<file path="config.mk">
export PLATFORM = sky130hd
export DESIGN_NAME = cnn_layer_engine
export DESIGN_NICKNAME = d
export VERILOG_FILES = /design/src/hdl/cnn_pkg.sv /design/src/hdl/mem_req_if.sv /design/src/hdl/tap_if.sv /design/src/hdl/axi_lite_regs.sv /design/src/hdl/cnn_layer_engine.sv /design/src/hdl/feature_mem.sv /design/src/hdl/mac_pool_unit.sv /design/src/hdl/result_writer.sv /design/src/hdl/tile_fetcher.sv
export SDC_FILE = /design/constraint.sdc
export NUM_CORES = 2
export LEC_CHECK = 0
export BUFFER_PORTS_ARGS = -buffer_cell sky130_fd_sc_hd__buf_2
export CAP_MARGIN = 10
export CORE_MARGIN = 3
export CORE_UTILIZATION = 50
export CTS_BUF_LIST = sky130_fd_sc_hd__clkbuf_2 sky130_fd_sc_hd__clkbuf_4 sky130_fd_sc_hd__clkbuf_8
export DETAILED_ROUTE_END_ITERATION = 10
export PLACE_DENSITY = 0.64
export SYNTH_ARGS = -nofsm -noshare
export SYNTH_HDL_FRONTEND = slang
export SYNTH_SLANG_ARGS = --single-unit
</file>
<file path="constraint.sdc">
create_clock -name clk -period 13.4 [get_ports clk]
set_input_delay 1.34 -clock clk [delete_from_list [all_inputs] [get_ports clk]]
set_output_delay 1.34 -clock clk [all_outputs]
set_load 0.01 [all_outputs]
</file>
<file path="src/hdl/cnn_pkg.sv">
// Sizes, register map, memory map and the feature word type of the layer engine
// Imported by every block that touches the feature memory or the host registers
package cnn_pkg;

    localparam int PIX_W     = 8;
    localparam int IMG_DIM   = 8;
    localparam int TILE_GRID = 3;   // Also the pooled output side
    localparam int NUM_TILES = 9;
    localparam int TAPS      = 9;
    localparam int ACC_W     = 20;
    localparam int MEM_WORDS = 32;
    localparam int MEM_AW    = 5;

    // Word map of the feature memory
    localparam logic [MEM_AW-1:0] IMG_BASE = 5'd0;    // Words 0 to 15, two per row
    localparam logic [MEM_AW-1:0] WGT_BASE = 5'd16;   // Nine weights then bias in byte 9
    localparam logic [MEM_AW-1:0] RES_BASE = 5'd20;

    // Host byte addresses
    localparam logic [11:0] REG_CTRL   = 12'h000;
    localparam logic [11:0] REG_STATUS = 12'h004;
    localparam logic [11:0] MEM_WINDOW = 12'h100;

    localparam int CTRL_START_BIT = 0;
    localparam int CTRL_SHIFT_LSB = 4;

    // Host sees a word, the banks see one pixel per lane
    typedef union packed {
        logic [31:0]            word;
        logic [3:0][PIX_W-1:0]  bytes;
    } feature_word_u;

endpackage

</file>
<file path="src/hdl/mem_req_if.sv">
// One requester port of the shared feature memory
// Requester holds its fields until gnt, read data returns the cycle after gnt
`timescale 1ns/1ps

interface mem_req_if import cnn_pkg::*; ();

    logic              req;
    logic              we;
    logic [MEM_AW-1:0] addr;
    logic [1:0]        byte_off;    // Column offset of an unaligned read
    logic [3:0]        wstrb;
    feature_word_u     wdata;
    logic              gnt;
    logic              rvalid;
    feature_word_u     rdata;

    modport requester (output req, we, addr, byte_off, wstrb, wdata,
                       input gnt, rvalid, rdata);
    modport memory (input req, we, addr, byte_off, wstrb, wdata,
                    output gnt, rvalid, rdata);

endinterface

</file>
<file path="src/hdl/tap_if.sv">
// Window taps for four output positions plus one weight per beat
`timescale 1ns/1ps

interface tap_if import cnn_pkg::*; ();

    logic                    valid;
    logic                    first;     // First tap of a tile
    logic                    last;      // Ninth tap
    logic [3:0][PIX_W-1:0]   pix;
    logic signed [PIX_W-1:0] weight;
    logic signed [PIX_W-1:0] bias;      // Used with first
    logic                    ready;

    modport source (output valid, first, last, pix, weight, bias, input ready);
    modport sink (input valid, first, last, pix, weight, bias, output ready);

endinterface

</file>
<file path="src/hdl/axi_lite_regs.sv">
// AXI4-Lite slave with control/status registers and a window onto the feature memory
// One transaction at a time, writes win over reads
`timescale 1ns/1ps

module axi_lite_regs import cnn_pkg::*; (
    input  logic         clk,
    input  logic         reset,
    input  logic [11:0]  awaddr,
    input  logic         awvalid,
    output logic         awready,
    input  logic [31:0]  wdata,
    input  logic [3:0]   wstrb,
    input  logic         wvalid,
    output logic         wready,
    output logic [1:0]   bresp,
    output logic         bvalid,
    input  logic         bready,
    input  logic [11:0]  araddr,
    input  logic         arvalid,
    output logic         arready,
    output logic [31:0]  rdata,
    output logic [1:0]   rresp,
    output logic         rvalid,
    input  logic         rready,
    mem_req_if.requester mem,
    output logic         start,
    output logic [3:0]   shift,
    input  logic         done
);

    typedef enum logic [1:0] {S_IDLE, S_WR, S_RD, S_RESP} state_t;

    state_t            state;
    logic              wr_accept;
    logic              rd_accept;
    logic              busy;
    logic              done_q;
    logic              req_q;
    logic [MEM_AW-1:0] addr_q;
    logic [3:0]        wstrb_q;
    feature_word_u     wdata_q;
    logic [31:0]       reg_rdata;

    assign wr_accept = (state == S_IDLE) && awvalid && wvalid;
    assign rd_accept = (state == S_IDLE) && arvalid && !wr_accept;
    assign awready   = wr_accept;
    assign wready    = wr_accept;
    assign arready   = rd_accept;
    assign bresp     = 2'b00;
    assign rresp     = 2'b00;

    assign mem.req      = req_q;
    assign mem.we       = (state == S_WR);
    assign mem.addr     = addr_q;
    assign mem.byte_off = 2'b00;    // Host accesses are always aligned
    assign mem.wstrb    = wstrb_q;
    assign mem.wdata    = wdata_q;

    always_comb begin
        reg_rdata = '0;
        if (araddr == REG_CTRL) begin
            reg_rdata[CTRL_SHIFT_LSB +: 4] = shift;    // Start bit reads as 0
        end else if (araddr == REG_STATUS) begin
            reg_rdata[1:0] = {done_q, busy};
        end
    end

    always_ff @(posedge clk) begin
        if (reset) begin
            state  <= S_IDLE;
            req_q  <= 1'b0;
            bvalid <= 1'b0;
            rvalid <= 1'b0;
            start  <= 1'b0;
            shift  <= 4'd0;
            busy   <= 1'b0;
            done_q <= 1'b0;
        end else begin
            start <= 1'b0;
            if (done) begin
                busy   <= 1'b0;
                done_q <= 1'b1;
            end
            case (state)
                S_IDLE: begin
                    if (wr_accept && awaddr[11:7] == MEM_WINDOW[11:7]) begin
                        req_q <= 1'b1;
                        state <= S_WR;
                    end else if (wr_accept) begin
                        bvalid <= 1'b1;
                        state  <= S_RESP;
                        if (awaddr == REG_CTRL && wstrb[0] && !busy) begin
                            shift <= wdata[CTRL_SHIFT_LSB +: 4];
                            if (wdata[CTRL_START_BIT]) begin
                                start  <= 1'b1;
                                busy   <= 1'b1;
                                done_q <= 1'b0;
                            end
                        end
                    end else if (rd_accept && araddr[11:7] == MEM_WINDOW[11:7]) begin
                        req_q <= 1'b1;
                        state <= S_RD;
                    end else if (rd_accept) begin
                        rvalid <= 1'b1;
                        rdata  <= reg_rdata;
                        state  <= S_RESP;
                    end
                end
                S_WR: begin
                    if (mem.gnt) begin
                        req_q  <= 1'b0;
                        bvalid <= 1'b1;
                        state  <= S_RESP;
                    end
                end
                S_RD: begin
                    if (mem.gnt) begin
                        req_q <= 1'b0;
                    end
                    if (mem.rvalid) begin
                        rvalid <= 1'b1;
                        rdata  <= mem.rdata.word;
                        state  <= S_RESP;
                    end
                end
                default: begin
                    if ((bvalid && bready) || (rvalid && rready)) begin
                        bvalid <= 1'b0;
                        rvalid <= 1'b0;
                        state  <= S_IDLE;
                    end
                end
            endcase
        end
    end

    always_ff @(posedge clk) begin
        if (wr_accept) begin
            addr_q       <= awaddr[6:2];
            wstrb_q      <= wstrb;
            wdata_q.word <= wdata;
        end else if (rd_accept) begin
            addr_q <= araddr[6:2];
        end
    end

    a_bvalid_hold: assert property (@(posedge clk) disable iff (reset)
        bvalid && !bready |=> bvalid);

endmodule

</file>
<file path="src/hdl/cnn_layer_engine.sv">
// Convolution layer engine top with plain AXI4-Lite slave ports
// Host loads image and weights, starts the layer and polls status for done
`timescale 1ns/1ps

module cnn_layer_engine (
    input  logic        clk,
    input  logic        reset,
    input  logic [11:0] awaddr,
    input  logic        awvalid,
    output logic        awready,
    input  logic [31:0] wdata,
    input  logic [3:0]  wstrb,
    input  logic        wvalid,
    output logic        wready,
    output logic [1:0]  bresp,
    output logic        bvalid,
    input  logic        bready,
    input  logic [11:0] araddr,
    input  logic        arvalid,
    output logic        arready,
    output logic [31:0] rdata,
    output logic [1:0]  rresp,
    output logic        rvalid,
    input  logic        rready
);

    logic       start;
    logic [3:0] shift;
    logic       done;
    logic       res_valid;
    logic       res_ready;
    logic [7:0] res_data;

    mem_req_if host_mem ();
    mem_req_if fetch_mem ();
    mem_req_if wr_mem ();
    tap_if     fetch_taps ();
    tap_if     mac_taps ();

    axi_lite_regs axi_lite_regs_inst (.*, .mem(host_mem));

    feature_mem feature_mem_inst (
        .clk, .reset, .wr(wr_mem), .fetch(fetch_mem), .host(host_mem)
    );

    tile_fetcher tile_fetcher_inst (
        .clk, .reset, .start, .mem(fetch_mem), .taps(fetch_taps)
    );

    // Tap register stage keeps the tile mux off the multiplier path
    assign fetch_taps.ready = !mac_taps.valid || mac_taps.ready;

    always_ff @(posedge clk) begin
        if (reset) begin
            mac_taps.valid <= 1'b0;
        end else if (fetch_taps.ready) begin
            mac_taps.valid <= fetch_taps.valid;
        end
    end

    always_ff @(posedge clk) begin
        if (fetch_taps.valid && fetch_taps.ready) begin
            mac_taps.first  <= fetch_taps.first;
            mac_taps.last   <= fetch_taps.last;
            mac_taps.pix    <= fetch_taps.pix;
            mac_taps.weight <= fetch_taps.weight;
            mac_taps.bias   <= fetch_taps.bias;
        end
    end

    mac_pool_unit mac_pool_unit_inst (
        .clk, .reset, .taps(mac_taps), .shift, .res_valid, .res_data, .res_ready
    );

    result_writer result_writer_inst (
        .clk, .reset, .start, .res_valid, .res_data, .res_ready, .mem(wr_mem), .done
    );

endmodule

</file>
<file path="src/hdl/feature_mem.sv">
// Feature memory of four byte banks shared by writer, fetcher and host
// Fixed priority arbiter, unaligned reads come back rotated into column order
`timescale 1ns/1ps

module feature_mem import cnn_pkg::*; (
    input  logic      clk,
    input  logic      reset,
    mem_req_if.memory wr,
    mem_req_if.memory fetch,
    mem_req_if.memory host
);

    logic [PIX_W-1:0]             bank [4][MEM_WORDS];
    logic                         any_req;
    logic                         sel_we;
    logic [MEM_AW-1:0]            sel_addr;
    logic [1:0]                   sel_off;
    logic [3:0]                   sel_strb;
    feature_word_u                sel_wdata;
    logic [3:0][MEM_AW-1:0]       bank_addr;
    logic [3:0][PIX_W-1:0]        bank_q;
    logic [1:0]                   off_q;
    logic [2:0]                   rd_owner;    // Host, fetch, writer
    feature_word_u                rdata;

    assign any_req   = wr.req || fetch.req || host.req;
    assign wr.gnt    = wr.req;
    assign fetch.gnt = fetch.req && !wr.req;
    assign host.gnt  = host.req && !wr.req && !fetch.req;

    always_comb begin
        sel_we    = host.we;
        sel_addr  = host.addr;
        sel_off   = host.byte_off;
        sel_strb  = host.wstrb;
        sel_wdata = host.wdata;
        if (wr.req) begin
            sel_we    = wr.we;
            sel_addr  = wr.addr;
            sel_off   = wr.byte_off;
            sel_strb  = wr.wstrb;
            sel_wdata = wr.wdata;
        end else if (fetch.req) begin
            sel_we    = fetch.we;
            sel_addr  = fetch.addr;
            sel_off   = fetch.byte_off;
            sel_strb  = fetch.wstrb;
            sel_wdata = fetch.wdata;
        end
        // Banks below the offset already belong to the next word
        for (int b = 0; b < 4; b++) begin
            bank_addr[b] = sel_addr + MEM_AW'(2'(b) < sel_off);
        end
        for (int i = 0; i < 4; i++) begin
            rdata.bytes[i] = bank_q[2'(i) + off_q];
        end
    end

    always_ff @(posedge clk) begin
        for (int b = 0; b < 4; b++) begin
            if (any_req && sel_we && sel_strb[b]) begin
                bank[b][bank_addr[b]] <= sel_wdata.bytes[b];
            end
            bank_q[b] <= bank[b][bank_addr[b]];
        end
        off_q <= sel_off;
    end

    always_ff @(posedge clk) begin
        if (reset) begin
            rd_owner <= 3'b000;
        end else begin
            rd_owner <= {host.gnt, fetch.gnt, wr.gnt} & {3{!sel_we}};
        end
    end

    assign wr.rvalid    = rd_owner[0];
    assign fetch.rvalid = rd_owner[1];
    assign host.rvalid  = rd_owner[2];
    assign wr.rdata     = rdata;
    assign fetch.rdata  = rdata;
    assign host.rdata   = rdata;

    // Lower priority requesters keep asking at the same word until served
    a_fetch_hold: assert property (@(posedge clk) disable iff (reset)
        fetch.req && !fetch.gnt |=> fetch.req && $stable(fetch.addr));
    a_host_hold: assert property (@(posedge clk) disable iff (reset)
        host.req && !host.gnt |=> host.req && $stable(host.addr));

endmodule

</file>
<file path="src/hdl/mac_pool_unit.sv">
// Four parallel MACs, then ReLU, 2x2 max pool and shift with saturation to a byte
`timescale 1ns/1ps

module mac_pool_unit import cnn_pkg::*; (
    input  logic             clk,
    input  logic             reset,
    tap_if.sink              taps,
    input  logic [3:0]       shift,
    output logic             res_valid,
    output logic [PIX_W-1:0] res_data,
    input  logic             res_ready
);

    logic signed [ACC_W-1:0] acc [4];
    logic signed [ACC_W-1:0] prod [4];
    logic signed [ACC_W-1:0] bias_ext;
    logic signed [ACC_W-1:0] pool;
    logic [ACC_W-1:0]        scaled;
    logic                    fin;        // Sums complete, pool next cycle

    assign taps.ready = !res_valid;
    assign bias_ext   = {{(ACC_W - PIX_W){taps.bias[PIX_W-1]}}, taps.bias};

    always_comb begin
        for (int p = 0; p < 4; p++) begin
            prod[p] = $signed({1'b0, taps.pix[p]}) * taps.weight;
        end
        pool = '0;    // Zero floor acts as the ReLU
        for (int p = 0; p < 4; p++) begin
            if (acc[p] > pool) begin
                pool = acc[p];
            end
        end
        scaled = unsigned'(pool) >> shift;
    end

    always_ff @(posedge clk) begin
        if (taps.valid && taps.ready) begin
            for (int p = 0; p < 4; p++) begin
                acc[p] <= (taps.first ? bias_ext : acc[p]) + prod[p];
            end
        end
        if (fin) begin
            res_data <= (scaled > ACC_W'(255)) ? 8'hff : scaled[PIX_W-1:0];
        end
    end

    always_ff @(posedge clk) begin
        if (reset) begin
            fin       <= 1'b0;
            res_valid <= 1'b0;
        end else begin
            fin <= taps.valid && taps.ready && taps.last;
            if (fin) begin
                res_valid <= 1'b1;
            end else if (res_ready) begin
                res_valid <= 1'b0;
            end
        end
    end

    a_res_stable: assert property (@(posedge clk) disable iff (reset)
        res_valid && !res_ready |=> $stable(res_data));

endmodule

</file>
<file path="src/hdl/result_writer.sv">
// Writes each pooled byte into the result region and pulses done after the last
`timescale 1ns/1ps

module result_writer import cnn_pkg::*; (
    input  logic             clk,
    input  logic             reset,
    input  logic             start,
    input  logic             res_valid,
    input  logic [PIX_W-1:0] res_data,
    output logic             res_ready,
    mem_req_if.requester     mem,
    output logic             done
);

    logic             req_q;
    logic [3:0]       cnt;       // Index of the next result
    logic [PIX_W-1:0] data_q;

    assign res_ready       = !req_q;
    assign mem.req         = req_q;
    assign mem.we          = 1'b1;
    assign mem.addr        = RES_BASE + MEM_AW'(cnt[3:2]);
    assign mem.byte_off    = 2'b00;
    assign mem.wstrb       = 4'b0001 << cnt[1:0];
    assign mem.wdata.bytes = {4{data_q}};

    always_ff @(posedge clk) begin
        if (reset) begin
            req_q <= 1'b0;
            cnt   <= 4'd0;
            done  <= 1'b0;
        end else begin
            done <= 1'b0;
            if (start) begin
                cnt <= 4'd0;
            end
            if (res_valid && res_ready) begin
                req_q <= 1'b1;
            end
            if (mem.gnt) begin
                req_q <= 1'b0;
                cnt   <= cnt + 4'd1;
                done  <= (cnt == 4'(NUM_TILES - 1));
            end
        end
    end

    always_ff @(posedge clk) begin
        if (res_valid && res_ready) begin
            data_q <= res_data;
        end
    end

endmodule

</file>
<file path="src/hdl/tile_fetcher.sv">
// Layer sequencer: loads weights and bias, then walks the 3x3 tile grid
// Each 4x4 tile is streamed as nine tap beats for four window positions
`timescale 1ns/1ps

module tile_fetcher import cnn_pkg::*; (
    input  logic         clk,
    input  logic         reset,
    input  logic         start,
    mem_req_if.requester mem,
    tap_if.source        taps
);

    typedef enum logic [1:0] {F_IDLE, F_WGT, F_ROW, F_TAP} state_t;

    state_t                     state;
    logic                       req_q;
    logic [1:0]                 rd_cnt;    // Weight word or tile row
    logic [1:0]                 ti;
    logic [1:0]                 tj;
    logic [1:0]                 dy;
    logic [1:0]                 dx;
    logic [2:0]                 img_row;
    logic [3:0]                 wi;
    logic [11:0][PIX_W-1:0]     wbytes;    // Bias sits in byte 9
    logic [3:0][3:0][PIX_W-1:0] tile;

    assign img_row = {ti, 1'b0} + {1'b0, rd_cnt};
    assign wi      = 4'(dy) * 4'd3 + 4'(dx);

    assign mem.req   = req_q;
    assign mem.we    = 1'b0;
    assign mem.wstrb = 4'b0000;
    assign mem.wdata = '0;
    assign mem.addr  = (state == F_WGT) ? WGT_BASE + MEM_AW'(rd_cnt)
                     : IMG_BASE + MEM_AW'(img_row * (IMG_DIM / 4)) + MEM_AW'(tj[1]);
    assign mem.byte_off = (state == F_WGT) ? 2'b00 : {tj[0], 1'b0};  // Middle column is mid-word

    assign taps.valid  = (state == F_TAP);
    assign taps.first  = (wi == 4'd0);
    assign taps.last   = (wi == 4'(TAPS - 1));
    assign taps.weight = wbytes[wi];
    assign taps.bias   = wbytes[9];

    // Positions (0,0) (0,1) (1,0) (1,1)
    always_comb begin
        for (int p = 0; p < 4; p++) begin
            taps.pix[p] = tile[dy + 2'(p / 2)][dx + 2'(p % 2)];
        end
    end

    always_ff @(posedge clk) begin
        if (reset) begin
            state  <= F_IDLE;
            req_q  <= 1'b0;
            rd_cnt <= 2'd0;
            ti     <= 2'd0;
            tj     <= 2'd0;
            dy     <= 2'd0;
            dx     <= 2'd0;
        end else begin
            case (state)
                F_IDLE: begin
                    if (start) begin
                        state  <= F_WGT;
                        req_q  <= 1'b1;
                        rd_cnt <= 2'd0;
                        ti     <= 2'd0;
                        tj     <= 2'd0;
                    end
                end
                F_WGT, F_ROW: begin
                    if (mem.gnt) begin
                        req_q <= 1'b0;
                    end
                    if (mem.rvalid) begin
                        rd_cnt <= rd_cnt + 2'd1;
                        req_q  <= 1'b1;
                        if (state == F_WGT && rd_cnt == 2'd2) begin
                            state  <= F_ROW;
                            rd_cnt <= 2'd0;
                        end else if (state == F_ROW && rd_cnt == 2'd3) begin
                            state <= F_TAP;
                            req_q <= 1'b0;
                        end
                    end
                end
                default: begin
                    if (taps.ready) begin
                        dx <= (dx == 2'd2) ? 2'd0 : dx + 2'd1;
                        if (dx == 2'd2) begin
                            dy <= (dy == 2'd2) ? 2'd0 : dy + 2'd1;
                        end
                        if (taps.last) begin    // Next tile in row-major order
                            tj <= (tj == 2'(TILE_GRID - 1)) ? 2'd0 : tj + 2'd1;
                            if (tj == 2'(TILE_GRID - 1)) begin
                                ti <= ti + 2'd1;
                            end
                            if (ti == 2'(TILE_GRID - 1) && tj == 2'(TILE_GRID - 1)) begin
                                state <= F_IDLE;
                            end else begin
                                state <= F_ROW;
                                req_q <= 1'b1;
                            end
                        end
                    end
                end
            endcase
        end
    end

    always_ff @(posedge clk) begin
        if (mem.rvalid && state == F_WGT) begin
            wbytes[{rd_cnt, 2'b00} +: 4] <= mem.rdata.bytes;
        end
        if (mem.rvalid && state == F_ROW) begin
            tile[rd_cnt] <= mem.rdata.bytes;
        end
    end

endmodule

</file>
== Word level (Yosys, flattened, before mapping) ==
Memory sizes are Yosys's and may differ from the RTL's.
Cells that the tools add are included.
Word-level totals
  bits in registers: 434
  RAM bits: 1104
  bits of input ports: 67
  output and inout port bits: 41
  logic and storage cells: 426
  memories kept: 2
Operators by class
  add/subtract/negate cells: 23
  multiply operators: 5
  $lt $le $gt $ge: 28
  equal/unequal tests: 33
  shift operators: 11
  multiplexer cells: 160
  bitwise logic cells: 15
  reduce and logical (&&, ||, !) cells: 80
Memory list
  feature_mem_inst.bank: depth 4, width 256, rd ports 4, clocked after Yosys merged registers in 0, wr ports 4, line feature_mem.sv:13  | logic [PIX_W-1:0] bank [4][MEM_WORDS];
  mac_pool_unit_inst.acc: depth 4, width 20, rd ports 4, clocked after Yosys merged registers in 0, wr ports 4, line mac_pool_unit.sv:14  | logic signed [ACC_W-1:0] acc [4];
Operators by type and width (number)
  $mux 256: 4
  $mux 32: 10
  $mux 8: 21
  $bmux 8 s5: 4
  $demux 8 s5: 4
  $mux 20: 8
  $bmux 32 s2: 2
  $bmux 8 s2: 8
  $bwmux 128: 1
  $bwmux 96: 1
  $shiftx 4x6->12: 8
  $add 20x20->20: 4
  $mul 9x8->17: 4
  $demux 32 s2: 1
  $pmux 32 s2: 1
  $gt 20x20->1: 3
  $mux 2: 30
  $mux 1: 45
  $bmux 8 s4: 1
  $logic_and 1x1->1: 32
  $lt 2x3->1 const B: 9
  $mux 5: 5
  $ge 6x6->1 const B: 4
  $logic_not 12->1: 2
  54 further kinds: 143

== Logic depth before layout (Yosys ltp) ==
  word-level depth: 12
  mapped depth: 48
  gate-level depth less buffers: 41

== Hierarchy ==
From an unflattened synthesis, not the netlist that was laid out.
Second synthesis, totals
  cell total of the unflattened synthesis: 5575
  area, all modules: 78909.4 um^2
Modules (own cells, without submodules)
  feature_mem: instances 1, cells each 2553, area an instance 43424.1 um^2
  mac_pool_unit: instances 1, cells each 1935, area an instance 18062.3 um^2
  tile_fetcher: instances 1, cells each 738, area an instance 11761.3 um^2
  axi_lite_regs: instances 1, cells each 217, area an instance 3304.4 um^2
  cnn_layer_engine: instances 1, cells each 55, area an instance 1556.5 um^2
  result_writer: instances 1, cells each 77, area an instance 800.8 um^2

== Worst setup path before layout ==
OpenSTA, ideal clock, no wires.
  kind: register -> register
  start point: memory mac_pool_unit_inst.acc[0][6]
  end point: register mac_pool_unit_inst.res_data[4], data pin
  setup time: 265 ps
  arrival time: 9710 ps
  data required time: 13135 ps
  slack: 3424 ps
  cell stages (with the launch flop): 47
  clock period less this slack: 9976 ps
  cells stage by stage: edfxtp_1 -> nor4_1 -> and4_1 -> a41oi_1 -> buf_2 -> nand2_1 -> ha_1 -> a21oi_1 -> nor3_1 -> o41ai_1 -> nand4_1 -> a21oi_2 -> buf_2 -> clkbuf_1 -> clkbuf_1 -> nand2_1 -> o21ai_0 -> inv_1 -> [11 not listed] -> mux2i_1 -> ha_1 -> a21o_1 -> a21o_1 -> a21oi_1 -> nor2_1 -> a21oi_1 -> a21oi_1 -> o41ai_1 -> clkbuf_1 -> clkbuf_1 -> nor2_1 -> a21oi_1 -> mux2i_1 -> mux4_2 -> o31ai_2 -> nand3_2 -> or3_1
RTL lines
  start, declared: line mac_pool_unit.sv:14
  end signal, assigned: line mac_pool_unit.sv:44  | res_data <= (scaled > ACC_W'(255)) ? 8'hff : scaled[PIX_W-1:0];
  end, declared: line mac_pool_unit.sv:10  | output logic [PIX_W-1:0] res_data,

==> out/results.ini <==
[synth]
avgSynthCellArea_um2 = 14.8
yosysUniqueCellTypes = 83
synth_xor_xnor_area_share = 0.0138
synthArstFlopShare = 0
synth_top_family_by_area = multiplexers
synth_ff_type = edfxtp_1
netlist.area_leader.share = 0.582
synth_top_area_cell = edfxtp_1
yosys.cell_count.top_type = edfxtp_1
synth.top_cells.by_area = edfxtp_1 (58%), mux4_2 (11%), ha_1 (5.5%)
synth-edff-count = 1467
synth_commonest_cells = edfxtp_1 (1,467), inv_1 (455), mux4_2 (383)
synth-simple-area-share = 0.0714
syn_inst = 5107
yosys_warnings = 0
syn_area_um2 = 75600
synthMuxAreaShare = 0.129
synth_seq_area_share = 0.601
synth_seq_cells = 1536
synth_compound_area_frac = 0.0545
synthAdderAreaFrac = 0.0960

[die]
io_pins = 108
die-area_um2 = 156000
start_util = 0.504
die_height_um = 395
die_w_um = 395
rows = 142
core_um2 = 150000

[power_and_ir_drop]
design_power_total_mw = 12.9
powerDensity_nw_per_um2 = 154
p_seq_frac = 0.447
pwr-share-comb = 0.241
switchingPower_mw = 3.97
internal-power_mw = 8.93
p_clk_frac = 0.313
p_leak_nw = 30.1
switching_share = 0.308
ir_worst_vdd_uv = 174

[clock_network]
clkSinkCount = 1536
cts-root-buf = clkbuf_8
cts_tree = yes
cts-htree-levels = 4
worstSkewPairLatency_ns = 0.98
cts.reportedPaths.clkPinSlew_ns = 0.06
cts_made_buffers = 237
ctsHoldBuffers = 0
cts_setup_buffers = 0
clockBufferDepth = 3
post_cts_resized = 0

[timing]
finalHoldViolCount = 0
fin_crit_ns = 11.81
relSlewSlack = 0.159
tns_ns = 0
min_period_over_period = 0.882
tightest_slew_ns = 1.26
finClkSkew_ns = 0.0768
worst_slack_ns = 1.59
whs_ns = 0.463
finalSetupViolCount = 0
final_max_slew_viol_count = 0
rsz0062_at_grt = no
fmax_mhz = 84.6

[worst_setup_path]
critPathKind = register to register
critPathMaxFanout = 39
cp.required_ns = 14.06
worst_setup_path_end_kind = register
arrival_ns = 12.48
cp-start-kind = register
critical_path.slowest_cell = a211oi_4
worst_path_largest_cell_delay_ns = 0.87

[global_routing]
grt_start_max_net_pins = 67
gr-total-overflow = 0
grt_util_all_layers = 0.241
grt_antenna_before_repair = 9
grt_pass1_vias = 45000
grt_pass1_wl_um = 283000

[detailed_routing]
drc = 0
first_iter_violations = 4082
via_per_inst = 5.85
wl_um = 188000
drtPass1Iterations = 6
wire_per_inst_um = 24.9
vias = 44100
ant_nets = 0

[placed_design]
dp_hpwl_um = 127000
pre_cts_slack_ns = 1.55
gp_congestion = 0.847
io_buffers = 103
placed_area_um2 = 78600

[status]
outcome = finished, final reports clean

[cells_and_area]
fin_area_um2 = 83800
layout.nets = 5869
drive_gt1_frac = 0.190
seq_area_um2 = 45400
fill_cells = 11900
area_growth_pct = 10.7
multi_input_area_um2 = 27700

[min_path]
holdCritPathClass = register to register

[job]
drv_cap = 0

## per-layer routing
metal / vias up / GRT usage / share of wire
li1: 19600 / - / -
met1: 22600 / 0.332 / 0.41
met2: 1612 / 0.395 / 0.49
met3: 292 / 0.0392 / 0.071
met4: 4 / 0.0803 / 0.031
met5: - / 0 / 0.00014
## path summary, 6_finish.rpt
| path | from | end | slack [ns] | cells after the start |
|---|---|---|---|---|
| worst max-delay path | mac_pool_unit_inst.acc[0][17] | mac_pool_unit_inst.res_data[4] | 1.59 | 41 |
| worst min-delay path | tile_fetcher_inst.taps.bias[7] | mac_taps.bias[7] | 0.46 | 0 |
| worst max register to register | mac_pool_unit_inst.acc[0][17] | mac_pool_unit_inst.res_data[4] | 1.59 | 41 |
| worst min register to register | tile_fetcher_inst.taps.bias[7] | mac_taps.bias[7] | 0.46 | 0 |
## registers in the layout (all words and copies together) (netlist names), 4 cells and up
signal,flops
tile_fetcher_inst.tile,128
result_writer_inst.cnt,4
axi_lite_regs_inst.rdata,32
mac_taps.bias,8
axi_lite_regs_inst.mem.addr,5
feature_mem_inst.bank,1024
mac_taps.pix,32
result_writer_inst.data_q,8
tile_fetcher_inst.wbytes,88
axi_lite_regs_inst.shift,4
mac_pool_unit_inst.acc,80
tile_fetcher_inst.taps.bias,8
feature_mem_inst.bank_q,32
axi_lite_regs_inst.mem.wstrb,4
mac_taps.weight,8
mac_pool_unit_inst.res_data,8
axi_lite_regs_inst.mem.wdata,32
## worst max-delay path: cells and delay by family, from the launching register on
kind,cells,cell delay (ns)
AO/OA/AOI/OAI,15,4.43
AND/OR/NAND/NOR,15,3.37
buffers and inverters,5,1.29
multiplexers,3,1.18
adder cells (fa/ha/maj),3,0.84
flip-flops,1,0.43
## cells by family after synthesis
family | after synthesis
buffers and inverters | 691
multiplexers | 491
AO/OA/AOI/OAI | 621
XOR/XNOR | 119
AND/OR/NAND/NOR | 1159
flip-flops | 1536
other | 2
adder cells (fa/ha/maj) | 488
## power groups by stage
stage          clock network, mW  registers (mW)  logic, mW
2_1_floorplan                  0            5.81       1.95
3_3_place_gp                   0            5.86       3.06
3_5_place_dp                   0            5.87       3.09
4_1_cts                     4.11            5.77       3.10
5_1_grt                     4.33            5.76       3.31
6_report                    4.03            5.76       3.10
## per-stage QoR
step,utilization,instances
2_1_floorplan,-,5110
3_3_place_gp,0.523,7084
4_1_cts,0.557,7527
3_5_place_dp,0.523,7084
6_report,0.558,7539
5_1_grt,0.558,7536
## cells in the final DEF (no fill, tap or decap), drive strengths merged, types with 96 or more instances in the layout
master  Yosys  final
inv       457    465
nand2     339    339
xnor2      96     96
mux4      383    383
buf        61    193
ha        334    334
o21ai     158    158
fa        154    154
a21oi     133    133
clkbuf    169    338
nor2      378    378
and2      137    137
edfxtp   1467   1467
## cell type report
cell class | count | share of cell area
clock inverter | 107 | 0.0106
timing repair buffer | 195 | 0.0159
inverter | 461 | 0.0208
antenna | 5 | 0.000149
tap | 2016 | 0.0301
multi-input combinational | 2883 | 0.331
clock buffer | 336 | 0.0489
sequential | 1536 | 0.542
(Power assumes the default switching activity.)
